File: src/mipsIsaPkg.sv
`default_nettype none

package mipsIsaPkg;

	// Instruction field widths
	localparam int wordW = 32;
	localparam int opW = 6;
	localparam int funcW = 6;
	localparam int immW = 16;

	typedef logic [wordW-1:0] wordT;
	typedef logic [opW-1:0] opcodeT;
	typedef logic [funcW-1:0] funcT;
	typedef logic [immW-1:0] imm16T;

	//////////////////////////////
	// Opcodes
	localparam opcodeT opR = 6'b000000; // Special, decoded by func
	localparam opcodeT opJ = 6'b000010;
	localparam opcodeT opJal = 6'b000011;
	localparam opcodeT opBeq = 6'b000100;
	localparam opcodeT opBne = 6'b000101;
	localparam opcodeT opAddi = 6'b001000;
	localparam opcodeT opAndi = 6'b001100;
	localparam opcodeT opOri = 6'b001101;
	localparam opcodeT opLui = 6'b001111;
	localparam opcodeT opLb = 6'b100000;
	localparam opcodeT opLh = 6'b100001;
	localparam opcodeT opLw = 6'b100011;
	localparam opcodeT opSb = 6'b101000;
	localparam opcodeT opSh = 6'b101001;
	localparam opcodeT opSw = 6'b101011;

	//////////////////////////////
	// Function field of R-type
	localparam funcT fnJr = 6'b001000;
	localparam funcT fnMovz = 6'b001010;
	localparam funcT fnMfhi = 6'b010000;
	localparam funcT fnMthi = 6'b010001;
	localparam funcT fnMflo = 6'b010010;
	localparam funcT fnMtlo = 6'b010011;
	localparam funcT fnMult = 6'b011000;
	localparam funcT fnMultu = 6'b011001;
	localparam funcT fnDiv = 6'b011010;
	localparam funcT fnDivu = 6'b011011;
	localparam funcT fnAdd = 6'b100000;
	localparam funcT fnSub = 6'b100010;
	localparam funcT fnAnd = 6'b100100;
	localparam funcT fnOr = 6'b100101;
	localparam funcT fnSlt = 6'b101010;
	localparam funcT fnSltu = 6'b101011;

endpackage

`default_nettype wire

File: src/ctrlPkg.sv
`default_nettype none

package ctrlPkg;

	// ALU operation, consumed in E
	typedef enum logic [2:0] {
		aluAdd = 3'b000,
		aluSub = 3'b001,
		aluOr = 3'b010,
		aluAnd = 3'b011,
		aluLui = 3'b100,
		aluSlt = 3'b101,
		aluSltu = 3'b110,
		aluPassA = 3'b111 // movz moves rs through
	} aluCtrlT;

	typedef enum logic [3:0] {
		mduNone = 4'd0,
		mduMult = 4'd1,
		mduMultu = 4'd2,
		mduDiv = 4'd3,
		mduDivu = 4'd4,
		mduMfhi = 4'd5,
		mduMflo = 4'd6,
		mduMthi = 4'd7,
		mduMtlo = 4'd8
	} mduOpT;

	// Next PC select, consumed in D
	typedef enum logic [2:0] {
		npcSeq = 3'b000,
		npcJump = 3'b001, // j and jal
		npcBranch = 3'b010,
		npcJumpReg = 3'b011
	} npcOpT;

	typedef enum logic [2:0] {
		cmpEq = 3'b000,
		cmpNe = 3'b001,
		cmpRtZero = 3'b111
	} cmpOpT;

	typedef enum logic [1:0] {dstRt = 2'b00, dstRd = 2'b01, dstRa = 2'b10} regDstT;
	typedef enum logic [1:0] {wbAlu = 2'b00, wbMem = 2'b01, wbPc = 2'b10} memtoRegT;

	// Store width for the M stage
	typedef enum logic [1:0] {beWord = 2'b00, beHalf = 2'b01, beByte = 2'b10, beNone = 2'b11} beOpT;
	// Load extension for WB
	typedef enum logic [2:0] {deWord = 3'b000, deByte = 3'b010, deHalf = 3'b100, deNone = 3'b111} deOpT;

	typedef enum logic {mduIdle = 1'b0, mduRun = 1'b1} mduStateT;

endpackage

`default_nettype wire

File: src/cmp.sv
`timescale 1ns/10ps
`default_nettype none

module cmp (
	input wire mipsIsaPkg::wordT a, // rs
	input wire mipsIsaPkg::wordT b, // rt
	input wire ctrlPkg::cmpOpT cmpOp,
	input wire logic isBranch,
	output logic judge,
	output logic branchTaken
);
	import ctrlPkg::*;

	always_comb begin
		case (cmpOp)
			cmpEq: judge = (a == b);
			cmpNe: judge = (a != b);
			cmpRtZero: judge = (b == '0); // movz test
			default: judge = 1'b0;
		endcase
	end

	// Only beq and bne redirect the PC
	assign branchTaken = judge & isBranch;

endmodule

`default_nettype wire

File: config.mk
export PLATFORM = sky130hd
export DESIGN_NAME = cmp
export DESIGN_NICKNAME = d
export VERILOG_FILES = /design/src/mipsIsaPkg.sv /design/src/ctrlPkg.sv /design/src/cmp.sv
export SDC_FILE = /design/constraint.sdc
export NUM_CORES = 1
export LEC_CHECK = 0
export BUFFER_PORTS_ARGS = -buffer_cell sky130_fd_sc_hd__clkbuf_2
export CAP_MARGIN = 15
export CELL_PAD_IN_SITES_DETAIL_PLACEMENT = 1
export CELL_PAD_IN_SITES_GLOBAL_PLACEMENT = 1
export CORE_AREA = 5 5 57 59
export DETAILED_ROUTE_END_ITERATION = 8
export DIE_AREA = 0 0 62 64
export MAX_ROUTING_LAYER = met4
export PLACE_DENSITY_LB_ADDON = 0.08
export SLEW_MARGIN = 40
export SYNTH_ARGS = -nofsm -noshare
export SYNTH_HDL_FRONTEND = slang
export SYNTH_SLANG_ARGS = --single-unit
File: constraint.sdc
create_clock -name vclk -period 1.6
set_clock_uncertainty 0.1 [all_clocks]
set_input_delay 0 -clock vclk [all_inputs]
set_output_delay 0 -clock vclk [all_outputs]
set_load 0.02 [all_outputs]
## Word-level counts from Yosys, hierarchy flattened

Index checks and enable logic that the tools add are counted.
Widths: inputs -> output; s select.

- Bits in registers: 0
- Bits of input ports: 68
- Output and inout port bits: 2
- Logic and storage cells: 8

- Equality and inequality tests: 4
- Multiplexer cells: 1
- Bitwise gates (word level): 1
- Reductions and logical operators: 2

Operators with widths:

| cell | number |
|---|---|
| $eq 32x32->1 | 1 |
| $logic_not 32->1 | 1 |
| $ne 32x32->1 | 1 |
| $eq 3x1->1 const B | 1 |
| $eq 3x3->1 const B | 1 |
| $logic_not 3->1 | 1 |
| $pmux 1 s3 | 1 |
| $and 1x1->1 | 1 |

## Depth between registers and ports, before layout

- Depth in word-level cells: 3
- Gate-level depth with buffers: 5
- Mapped depth without buffers: 5

## Worst setup path after synthesis

Ideal clock, no wire load.

- Path kind: input port to output port
- From: in b[31]
- To: out branchTaken
- Arrival time: 1.323 ns
- Data required time: 1.500 ns
- Setup slack: 0.177 ns
- Cell stages on the path: 5
- Path buffers: 0
- Path through: xor2_1 nor4_1 nand4_1 or3_1 a31oi_1

- Cells in the longest elaborated chain, start to end: 3
- Elaborated cells on any way between the ends: 5
- Those cells by class: 2 x eq/ne; 1 x mux; 1 x bitwise; 1 x reduce/logical

RTL lines:

| what | line | RTL |
|---|---|---|
| start: declaration | cmp.sv:6 | `input wire mipsIsaPkg::wordT b,` |
| $ne 32x32->1, or another cell as far along | cmp.sv:17 | `cmpNe: judge = (a != b);` |
| $pmux 1 s3 (*) | cmp.sv:15 | `case (cmpOp)` |
| $and 1x1->1 (*) | cmp.sv:24 | `assign branchTaken = judge & isBranch;` |
| end: declaration | cmp.sv:10 | `output logic branchTaken` |

Mark *: on every way between the ends. The rest lies on a longest branch, timed or not.

## Final worst setup path

- From: in b[24]
- To: out branchTaken

The elaborated chain is that of the path after synthesis.

==> run summary <==
The run finished with clean final reports. The logs give 0 for the total count of hold-check failures in the final report and 4 for the largest net degree at the start of global routing. The tools report the via count of the first global-routing pass as 865.

For hold timing, the worst endpoint is branchTaken. When the netlist entered floorplanning its net count stood at 130. The first global-routing pass estimated 3422 µm of wire. For the area of the core, the log shows 0.002663 mm². The initialized floorplan defines 19 standard-cell rows. For this block, the initial DRC count from the detailed router was 6. The clock buffers instantiated in the layout total 0. Port buffering added 70 buffers. The actual transition at the worst max-transition pin works out to 344.0 ps.

For the final routed database, the setup TNS stands at 0 ps. Final cell count without fillers: 174. Initial antenna violation count: 0.

The total leakage power came out at 0.5208 nW. Setup repair after global routing could not meet its margin everywhere. Total detailed-routing wirelength: 2339 µm.

The tool flagged a number of max-cap violations equal to 0. The run gives 0 µm² as the register area. The startpoint identified for the worst hold timing path is isBranch.

The critical path start-end classification was input pin to output port. The number of inserted filler cells in the final layout is 345, and the weighted congestion at the end of routability-driven global placement is 0.7265. The total power divided by cell area was 223.2 mW/mm²; the initial standard-cell utilization of the core was 17.29%. Average size of a mapped cell: 7.426 µm². The placed wire-length estimate after detailed placement is 2281 µm. Worst-case vdd ir drop: 0.08380 mV. The count of flip-flops and latches is 0, and the max-slew violation total from the final report is 0. Summing over every cut layer, the via total after detailed routing is 772.

The tools report the sequential fraction of the synthesis area as 0%. Global routing used 11.26% of the available tracks. The layout cell share with drive strength beyond 1 works out to 59.44%. The worst hold path belongs to the class input pin to output port. The number of top-level pins is 70.

The die is 64 µm tall. Summed over all layers, the global routing overflow is 0. For the cell count after placement, the log shows 173.

Buffers inserted to repair hold after CTS numbered 0. For the number of nets with antenna violations after detailed routing, the log shows 0. The synthesis-to-finish area growth is 110.9%. STA classifies the critical path startpoint as an input pin. Setup violations remaining at the end of the flow were counted as 0. Of all nets on the critical path, the largest fanout is 2. For this run, the number of Yosys warnings is 0. The fraction of the cycle the final worst path needs is 98.80%.

The critical path goes through clkbuf_2, xor2_1, nor4_2, nand4_1, or3_4, a31oi_1, buf_4. The mapped netlist covers 460.4 µm². The number of detailed-route iterations in the first pass is 2, and the final critical delay including setup and external delays is 1581 ps.

The gate count of the mapped netlist was 62. The slowest stage of the critical path belongs to the cell or3_4. For the worst setup path, the data required time is 1500 ps. In the routed layout, each cell is associated on average with a via count of 4.437. Endpoint arrival time on the critical path: 1480 ps. STA classifies the critical path endpoint as an output port. The run gives 12 as the count of unique library cells instantiated by Yosys. For the antenna diode count, the log shows 0. The peak per-stage delay on the critical path works out to 400 ps.

For the total power of the final layout, the log shows 0.2168 mW. The routed length per placed instance was 13.44 µm; the top achievable clock speed was 632.6 MHz. The multi-input combinational cells in the finished layout cover a total of 480.5 µm². The remaining design rule violation count came out at 0. Measured against its own limit, the worst slew margin works out to 76.86%. The worst hold path depth was 4.

At the end of the flow, the number of nets in the layout was 213. From left edge to right edge, the die measures 62 µm. The area of the die is 0.003968 mm².
area by class of cell:
| cell class | count | share of cell area [%] |
|---|---|---|
| tap | 31 | 3.995 |
| inverter | 1 | 0.3866 |
| multi-input combinational | 61 | 49.48 |
| timing repair buffer | 81 | 46.13 |
worst max-delay path, delay by kind of cell:
kind | cells | cell delay [ps]
AOI/OAI and AO/OA | 1 | 150
xor gates and xnor gates | 1 | 160
buffers and inverters | 2 | 270
and+or+nand+nor | 3 | 900
stage by stage:
step	area, µm²	setup WS [ps]	hold slack (ps)	utilization [%]
6_report	970.9	19.12	202.0	36.47
3_5_place_dp	924.6	-133.9	203.2	34.73
5_1_grt	970.9	-106.8	223.5	36.47
3_3_place_gp	924.6	-102.9	200.9	34.73
4_1_cts	940.9	-26.40	212.0	35.34
2_1_floorplan	460.4	177.4	16.35	-
per-layer routing:
layer	wire length [µm]	vias up	GRT usage (%)
li1	-	397	-
met1	911	333	13.21
met4	0	0	0
met5	0	-	-
met3	244	0	0.6036
met2	1182	42	21.50
report_power, final:
group | total, mW | leakage (nW) | switching [mW] | internal [mW]
Sequential | 0 | 0 | 0 | 0
Combinational | 0.217 | 0.521 | 0.0954 | 0.121
Clock | 0 | 0 | 0 | 0
Total | 0.217 | 0.521 | 0.0954 | 0.121
layout by cell type, fill, tap and decap left out:
cell	n
clkbuf_2	67
xor2_1	32
nor4_1	12
buf_4	12
nand4_1	4
nor4_2	3
nor2_1	2
buf_6	2
and4b_1	1
nand2_1	1
nor3_1	1
o211ai_1	1
or3_1	1
or3_4	1
nand3_1	1
inv_1	1
a31oi_1	1
cells in the mapped netlist (all sizes together):
cell | count | area (µm²)
o211ai | 1 | 7.510
nand4 | 4 | 25.02
or3 | 2 | 12.51
a31oi | 1 | 6.260
xor2 | 32 | 280.3
inv | 1 | 3.750
nand3 | 1 | 5.000
nor2 | 2 | 7.510
nor4 | 15 | 93.84
nand2 | 1 | 3.750
nor3 | 1 | 5.000
and4b | 1 | 10.01
cell families (layout without fill, tap and decap cells):
kind of cell / count (synthesis) / in the layout / share of synthesized area (%)
AO/OA/AOI/OAI: 2 / 2 / 2.991
buffers and inverters: 1 / 82 / 0.8144
XOR/XNOR: 32 / 32 / 60.87
AND/OR/NAND/NOR: 27 / 27 / 35.32
how the worst max path moves through the flow:
stage,from,endpoint
CTS,a[13],branchTaken
floorplan,b[31],branchTaken
global route,b[13],branchTaken
detailed placement,b[31],branchTaken
global placement,b[23],branchTaken
finish,b[24],branchTaken
timing repair:
item / CTS / global route
buffers inserted: 1 / 0
endpoints found under the hold margin: 0 / 0
gates resized for setup: 2 / 9
setup endpoints to repair: 2 / 2
pin swaps: 4 / 1
Note: power is estimated with default switching activity, not from simulation.
