$ cat src/mipsIsaPkg.sv
`default_nettype none

package mipsIsaPkg;

	// Instruction field widths
	localparam int wordW = 32;
	localparam int opW = 6;
	localparam int funcW = 6;
	localparam int immW = 16;

	typedef logic [wordW-1:0] wordT;
	typedef logic [opW-1:0] opcodeT;
	typedef logic [funcW-1:0] funcT;
	typedef logic [immW-1:0] imm16T;

	//////////////////////////////
	// Opcodes
	localparam opcodeT opR = 6'b000000; // Special, decoded by func
	localparam opcodeT opJ = 6'b000010;
	localparam opcodeT opJal = 6'b000011;
	localparam opcodeT opBeq = 6'b000100;
	localparam opcodeT opBne = 6'b000101;
	localparam opcodeT opAddi = 6'b001000;
	localparam opcodeT opAndi = 6'b001100;
	localparam opcodeT opOri = 6'b001101;
	localparam opcodeT opLui = 6'b001111;
	localparam opcodeT opLb = 6'b100000;
	localparam opcodeT opLh = 6'b100001;
	localparam opcodeT opLw = 6'b100011;
	localparam opcodeT opSb = 6'b101000;
	localparam opcodeT opSh = 6'b101001;
	localparam opcodeT opSw = 6'b101011;

	//////////////////////////////
	// Function field of R-type
	localparam funcT fnJr = 6'b001000;
	localparam funcT fnMovz = 6'b001010;
	localparam funcT fnMfhi = 6'b010000;
	localparam funcT fnMthi = 6'b010001;
	localparam funcT fnMflo = 6'b010010;
	localparam funcT fnMtlo = 6'b010011;
	localparam funcT fnMult = 6'b011000;
	localparam funcT fnMultu = 6'b011001;
	localparam funcT fnDiv = 6'b011010;
	localparam funcT fnDivu = 6'b011011;
	localparam funcT fnAdd = 6'b100000;
	localparam funcT fnSub = 6'b100010;
	localparam funcT fnAnd = 6'b100100;
	localparam funcT fnOr = 6'b100101;
	localparam funcT fnSlt = 6'b101010;
	localparam funcT fnSltu = 6'b101011;

endpackage

`default_nettype wire

$ cat src/ctrlPkg.sv
`default_nettype none

package ctrlPkg;

	// ALU operation, consumed in E
	typedef enum logic [2:0] {
		aluAdd = 3'b000,
		aluSub = 3'b001,
		aluOr = 3'b010,
		aluAnd = 3'b011,
		aluLui = 3'b100,
		aluSlt = 3'b101,
		aluSltu = 3'b110,
		aluPassA = 3'b111 // movz moves rs through
	} aluCtrlT;

	typedef enum logic [3:0] {
		mduNone = 4'd0,
		mduMult = 4'd1,
		mduMultu = 4'd2,
		mduDiv = 4'd3,
		mduDivu = 4'd4,
		mduMfhi = 4'd5,
		mduMflo = 4'd6,
		mduMthi = 4'd7,
		mduMtlo = 4'd8
	} mduOpT;

	// Next PC select, consumed in D
	typedef enum logic [2:0] {
		npcSeq = 3'b000,
		npcJump = 3'b001, // j and jal
		npcBranch = 3'b010,
		npcJumpReg = 3'b011
	} npcOpT;

	typedef enum logic [2:0] {
		cmpEq = 3'b000,
		cmpNe = 3'b001,
		cmpRtZero = 3'b111
	} cmpOpT;

	typedef enum logic [1:0] {dstRt = 2'b00, dstRd = 2'b01, dstRa = 2'b10} regDstT;
	typedef enum logic [1:0] {wbAlu = 2'b00, wbMem = 2'b01, wbPc = 2'b10} memtoRegT;

	// Store width for the M stage
	typedef enum logic [1:0] {beWord = 2'b00, beHalf = 2'b01, beByte = 2'b10, beNone = 2'b11} beOpT;
	// Load extension for WB
	typedef enum logic [2:0] {deWord = 3'b000, deByte = 3'b010, deHalf = 3'b100, deNone = 3'b111} deOpT;

	typedef enum logic {mduIdle = 1'b0, mduRun = 1'b1} mduStateT;

endpackage

`default_nettype wire

$ cat src/ctrl.sv
`timescale 1ns/10ps
`default_nettype none

module ctrl (
	input wire mipsIsaPkg::opcodeT op,
	input wire mipsIsaPkg::funcT func,
	input wire logic judge,
	output ctrlPkg::regDstT regDst, // WB
	output logic regWrite, // WB
	output logic extOp, // D
	output logic aluSrc, // E
	output ctrlPkg::aluCtrlT aluCtrl, // E
	output logic memWrite, // M
	output ctrlPkg::memtoRegT memtoReg, // WB
	output ctrlPkg::npcOpT npcOp, // D
	output ctrlPkg::cmpOpT cmpOp,
	output ctrlPkg::beOpT beOp, // M
	output ctrlPkg::deOpT deOp,
	output logic start,
	output logic selMdu,
	output ctrlPkg::mduOpT mduOp
);
	import mipsIsaPkg::*;
	import ctrlPkg::*;

	logic rType;
	logic isAdd, isSub, isAnd, isOr, isSlt, isSltu, isJr, isMovz;
	logic isMult, isMultu, isDiv, isDivu, isMfhi, isMflo, isMthi, isMtlo;
	logic isLw, isLb, isLh, isSw, isSb, isSh;
	logic isBeq, isBne, isOri, isAddi, isAndi, isLui, isJ, isJal;
	logic rAlu, isLoad, isStore;

	//////////////////////////////
	// Instruction recognition
	assign rType = (op == opR);
	assign isAdd = rType && (func == fnAdd);
	assign isSub = rType && (func == fnSub);
	assign isAnd = rType && (func == fnAnd);
	assign isOr = rType && (func == fnOr);
	assign isSlt = rType && (func == fnSlt);
	assign isSltu = rType && (func == fnSltu);
	assign isJr = rType && (func == fnJr);
	assign isMovz = rType && (func == fnMovz);
	assign isMult = rType && (func == fnMult);
	assign isMultu = rType && (func == fnMultu);
	assign isDiv = rType && (func == fnDiv);
	assign isDivu = rType && (func == fnDivu);
	assign isMfhi = rType && (func == fnMfhi);
	assign isMflo = rType && (func == fnMflo);
	assign isMthi = rType && (func == fnMthi);
	assign isMtlo = rType && (func == fnMtlo);

	assign isLw = (op == opLw);
	assign isLb = (op == opLb);
	assign isLh = (op == opLh);
	assign isSw = (op == opSw);
	assign isSb = (op == opSb);
	assign isSh = (op == opSh);
	assign isBeq = (op == opBeq);
	assign isBne = (op == opBne);
	assign isOri = (op == opOri);
	assign isAddi = (op == opAddi);
	assign isAndi = (op == opAndi);
	assign isLui = (op == opLui);
	assign isJ = (op == opJ);
	assign isJal = (op == opJal);

	assign rAlu = isAdd | isSub | isAnd | isOr | isSlt | isSltu;
	assign isLoad = isLw | isLb | isLh;
	assign isStore = isSw | isSb | isSh;

	//////////////////////////////
	// Control fields
	assign regWrite = rAlu | isLoad | isOri | isAddi | isAndi | isLui | isJal
		| isMfhi | isMflo | (isMovz & judge); // movz only when rt is zero
	assign extOp = isLoad | isStore | isAddi; // Sign extend
	assign aluSrc = isLoad | isStore | isOri | isAddi | isAndi | isLui;
	assign memWrite = isStore;
	assign start = isMult | isMultu | isDiv | isDivu;
	assign selMdu = isMfhi | isMflo;

	always_comb begin
		regDst = dstRt;
		if (isJal) regDst = dstRa;
		else if (rAlu | isMfhi | isMflo | isMovz) regDst = dstRd;
	end

	always_comb begin
		aluCtrl = aluAdd; // Loads, stores, addi
		if (isSub) aluCtrl = aluSub;
		else if (isOr | isOri) aluCtrl = aluOr;
		else if (isAnd | isAndi) aluCtrl = aluAnd;
		else if (isLui) aluCtrl = aluLui;
		else if (isSlt) aluCtrl = aluSlt;
		else if (isSltu) aluCtrl = aluSltu;
		else if (isMovz) aluCtrl = aluPassA;
	end

	always_comb begin
		memtoReg = wbAlu;
		if (isLoad) memtoReg = wbMem;
		else if (isJal) memtoReg = wbPc; // Link address
	end

	always_comb begin
		npcOp = npcSeq;
		if (isBeq | isBne) npcOp = npcBranch;
		else if (isJ | isJal) npcOp = npcJump;
		else if (isJr) npcOp = npcJumpReg;
	end

	always_comb begin
		cmpOp = cmpEq;
		if (isBne) cmpOp = cmpNe;
		else if (isMovz) cmpOp = cmpRtZero;
	end

	always_comb begin
		beOp = beNone;
		if (isSw) beOp = beWord;
		else if (isSh) beOp = beHalf;
		else if (isSb) beOp = beByte;
		deOp = deNone;
		if (isLw) deOp = deWord;
		else if (isLb) deOp = deByte;
		else if (isLh) deOp = deHalf;
	end

	always_comb begin
		mduOp = mduNone;
		if (isMult) mduOp = mduMult;
		else if (isMultu) mduOp = mduMultu;
		else if (isDiv) mduOp = mduDiv;
		else if (isDivu) mduOp = mduDivu;
		else if (isMfhi) mduOp = mduMfhi;
		else if (isMflo) mduOp = mduMflo;
		else if (isMthi) mduOp = mduMthi;
		else if (isMtlo) mduOp = mduMtlo;
	end

endmodule

`default_nettype wire

$ cat config.mk
export PLATFORM = sky130hd
export DESIGN_NAME = ctrl
export DESIGN_NICKNAME = d
export VERILOG_FILES = /design/src/mipsIsaPkg.sv /design/src/ctrlPkg.sv /design/src/ctrl.sv
export SDC_FILE = /design/constraint.sdc
export NUM_CORES = 1
export LEC_CHECK = 0
export ABC_AREA = 0
export BUFFER_PORTS_ARGS = -buffer_cell sky130_fd_sc_hd__buf_2
export CAP_MARGIN = 20
export CORE_UTILIZATION = 30
export DETAILED_ROUTE_END_ITERATION = 16
export PLACE_DENSITY_LB_ADDON = 0.08
export SLEW_MARGIN = 25
export SYNTH_ARGS = -nofsm -noshare
export SYNTH_HDL_FRONTEND = slang
export SYNTH_SLANG_ARGS = --single-unit
$ cat constraint.sdc
create_clock -name vclk -period 2.9
set_input_delay 0.29 -clock vclk [all_inputs]
set_output_delay 0.29 -clock vclk [all_outputs]
set_load 0.01 [all_outputs]
# == After elaboration in Yosys (flattened, before gate mapping) ==
# Cells that the tools add are included.
# op_classes
n_eq_ne,30
n_bitwise,36
reduce_logical,17
n_mux,29
# op_table
cell,n
"6-bit == test, second input constant",12
"6-bit by 5-bit == test with 1-bit output, second input constant",8
"6-bit by 4-bit == test with 1-bit output, second input constant",6
1-bit OR,35
4-bit two-way mux,8
3-bit two-way mux,10
2-bit two-way mux,9
1-bit logical AND,16
"6-bit by 2-bit == test with 1-bit output, second input constant",2
"6-bit by 3-bit == test with 1-bit output, second input constant",2
6-bit zero test,1
1-bit two-way mux,2
1-bit bitwise AND,1
# word_totals
input_bits,13
out_inout_bits,28
register_bits,0

# == Depth between registers and ports, before layout ==
# logic_depth
depth_word,16
ltp_mapped,6
depth_no_buf,4

# == Worst setup path after synthesis ==
# No wires, ideal clock.
# synth_timing
path_type,input -> output
from,input port op[4]
to,output port selMdu
arrival_time_ns,1.746
required_time_ns,2.610
path_stages,6
slack_ns,0.864
path_cell_list,buf_6 -> or3_4 -> nand3b_4 -> or4_4 -> buf_6 -> nor3_1
# synth_between
elab_chain_cells,3
word_cells_on_any_way,4
# synth_lines
element,line_no,text
from (decl),ctrl.sv:5,"input wire mipsIsaPkg::opcodeT op,"
6-bit zero test (*),ctrl.sv:35,assign rType = (op == opR);
1-bit logical AND (on tied branches),"ctrl.sv:48, ctrl.sv:49",
1-bit OR (*),ctrl.sv:80,assign selMdu = isMfhi | isMflo;
to (decl),ctrl.sv:20,"output logic selMdu,"
# Every way passes the cells marked *; elsewhere a longest branch is shown, timed or not.

# == Final worst setup path ==
# layout_timing
from,input port op[5]
to,output port mduOp[0]
# layout_between
elab_chain_cells,9
word_cells_on_any_way,15
# layout_lines
element,line_no,text
6-bit zero test (*),ctrl.sv:35,
1-bit logical AND,ctrl.sv:50,assign isMthi = rType && (func == fnMthi);
4-bit two-way mux,ctrl.sv:137,else if (isMthi) mduOp = mduMthi;
4-bit two-way mux,ctrl.sv:136,else if (isMflo) mduOp = mduMflo;
4-bit two-way mux,ctrl.sv:135,else if (isMfhi) mduOp = mduMfhi;
4-bit two-way mux,ctrl.sv:134,else if (isDivu) mduOp = mduDivu;
4-bit two-way mux,ctrl.sv:133,else if (isDiv) mduOp = mduDiv;
4-bit two-way mux,ctrl.sv:132,else if (isMultu) mduOp = mduMultu;
4-bit two-way mux (*),ctrl.sv:131,if (isMult) mduOp = mduMult;
to (decl),ctrl.sv:21,output ctrlPkg::mduOpT mduOp
# Marks and branches as above.

==> flow_summary.toml <==
[setup_path]
critical_path_arrival_ns = 1.94
cp-start-kind = "input port"
crit_family = "simple AND/OR/NAND/NOR gates"
crit_chain = "buf_2 > or3_4 > nand3b_4 > or4_4 > a211oi_2 > buf_2"
cpPeakStageDelay_ns = 0.48
critPathSlowestCell = "or4_4"
worst-path-buf-inv = 2
crit_path_frequent_cell = "buf_2"
critPathMaxFanout = 14
crit_type = "input port to primary output"
crit_path_capture_type = "primary output"
critical_path_depth = 6
timing.critical_path.required_ns = 2.61

[yosys]
yosysWarningCount = 0
postSynthAreaPerCell_um2 = 6.411
syn_area_um2 = 621.8
synth.lib_cells_used.distinct = 44
syn_nets = 110
synth-seq-area-share_pct = 0
synth.area.top_cells = "nor2b_1 6.0%, a21oi_1 4.8%, nor3_1 4.8%"
area_share_of_the_largest_cell_type_after_synthesis_pct = 6.036
netlist_instances = 97
synth.largest_area_cell = "nor2b_1"

[sta]
timing.final.crit_period_ns = 2.228
timing_max_transition_violations_final = 0
setup_viol_count_final = 0
final.setup.worst_slack_ns = 0.6717
setup_repair_after_global_routing_missed_its_margin = "no"
hold_viol_final = 0
fin_tns_setup_ns = 0
final.period_utilization_pct = 76.84
max_freq_mhz = 448.8

[clock_network]
cts_setup_buffers = 0
cts_repair_resize_count = 0
cts-hold-fix-buffers = 0

[finish]
fin_nets = 138
area.growth.synth_to_final_pct = 24.35
n_clock_buffer = 0
seqCellArea_um2 = 0
final.fill_count = 248
antennaDiodeCount = 0
finalInstanceArea_um2 = 773.2
flops_and_latches = 0
drive_above_1_share_pct = 37.40

[routing]
detailroute.via_count = 808
antenna_left = 0
starting_drc_count_in_detailed_routing = 12
drt-pass1-iter-count = 10
drt-total-wl_mm = 1.783
final_routed_wire_length_divided_by_cell_count_um = 11.89
drc = 1
routed_via_density = 5.387

[pwr]
ir_drop_mv = 0.03704
power_per_cell_area_mw_per_mm2 = 103.7
power.leakage_nw = 0.3558

[placed_design]
numPortBuffers = 40
gp_congestion = 0.7857
postPlaceCellArea_um2 = 773.2
setup_slack_placement_ns = 0.6735
post_dp_hpwl_mm = 1.352

[grt]
global_route_wire_length_before_repair_mm = 2.525
number_of_global_route_vias_before_repair = 549
pin_count_of_the_biggest_net_entering_global_routing = 16
grt_use_total_pct = 14.62
grt_overflow_total = 0
grt_antenna_before_repair = 0

[min_path]
holdPathStages = 3
hold_path.class = "input port to primary output"

[floorplanning]
design.portCount = 41
die_height_um = 47.53
placement_rows = 16
die_x_um = 47.53
initial_core_util_pct = 31.70
design.core.area_mm2 = 0.001962
fp.dieArea_mm2 = 0.002259

[flow_run]
max_cap_violations = 0

[status]
violated_checks = "design-rule violations"
status = "complete, but fails checks"
[synth_stat cells (2+ instances only)]
cell type and n:
nor2_1 8, a21oi_1 6, clkbuf_1 6, nor2b_1 6
nor3_1 6, inv_1 5, nand2_1 5, nand3_1 5
buf_4 4, nand2b_1 3, buf_1 2, buf_6 2
nand3b_1 2, nand4_1 2, nor4_1 2, nor4b_1 2
o21ai_0 2, o41ai_1 2, xnor2_1 2
[final timing paths]
path	slack (ns)	start	to
setup / recovery	0.67	op[5]	mduOp[0]
hold / removal	0.94	func[4]	npcOp[0]
[cell usage in the layout (no fill, tap or decap), types with 2 or more instances in the layout]
cell | Yosys | layout
o21ai_0 | 2 | 2
nand3_1 | 5 | 5
nand2_1 | 5 | 5
nor2_1 | 8 | 8
nand2b_1 | 3 | 3
xnor2_1 | 2 | 2
inv_1 | 5 | 5
nor2b_1 | 6 | 6
nor4_1 | 2 | 2
nor3_1 | 6 | 6
nand4_1 | 2 | 2
nand3b_1 | 2 | 2
o41ai_1 | 2 | 2
a21oi_1 | 6 | 6
buf_2 | 0 | 40
nor4b_1 | 2 | 2
[cell families after synthesis]
family | after synthesis | synth area share, %
AND/OR/NAND/NOR | 53 | 54.53
AO/OA/AOI/OAI | 21 | 24.35
buffers and inverters | 19 | 16.30
XOR/XNOR | 3 | 4.226
other | 1 | 0.6030
[area by class of cell]
type | instances | area (um2) | area share, %
Tap cell | 27 | 33.78 | 4.369
Multi-Input combinational cell | 78 | 520.5 | 67.31
Inverter | 5 | 18.77 | 2.427
Timing Repair Buffer | 40 | 200.2 | 25.89
[layer usage]
metal	vias to the layer above	GRT usage, %	share of wire, %
met3	0	0.7547	6.7
met4	0	0	0
met5	-	0	0
met1	374	22.89	51
met2	29	23.29	42
li1	405	-	-
[per-stage QoR]
| step | utilization, % | hold slack [ns] | std cells | total power, W |
|---|---|---|---|---|
| after floorplan | - | 0.6726 | 97 | 0.00005735 |
| after global placement | 39.41 | 0.9393 | 150 | 0.00007977 |
| after detailed placement | 39.41 | 0.9308 | 150 | 0.00007948 |
| after CTS | 39.41 | 0.9327 | 150 | 0.00007974 |
| after global routing | 39.41 | 0.9767 | 150 | 0.00008888 |
| final | 39.41 | 0.9398 | 150 | 0.00008019 |
[power breakdown]
| part | internal [W] | switching (W) | total [W] | leakage (nW) |
|---|---|---|---|---|
| logic | 0.0000303 | 0.0000499 | 0.0000802 | 0.356 |
| clock network | 0 | 0 | 0 | 0 |
| registers | 0 | 0 | 0 | 0 |
| total | 0.0000303 | 0.0000499 | 0.0000802 | 0.356 |
[tightest hold or removal path, delay by kind of cell]
family / cells / cell delay (ns)
AO/OA/AOI/OAI: 1 / 0.09
buffers and inverters: 2 / 0.27
No activity file was read; power rests on OpenSTA's default activity.
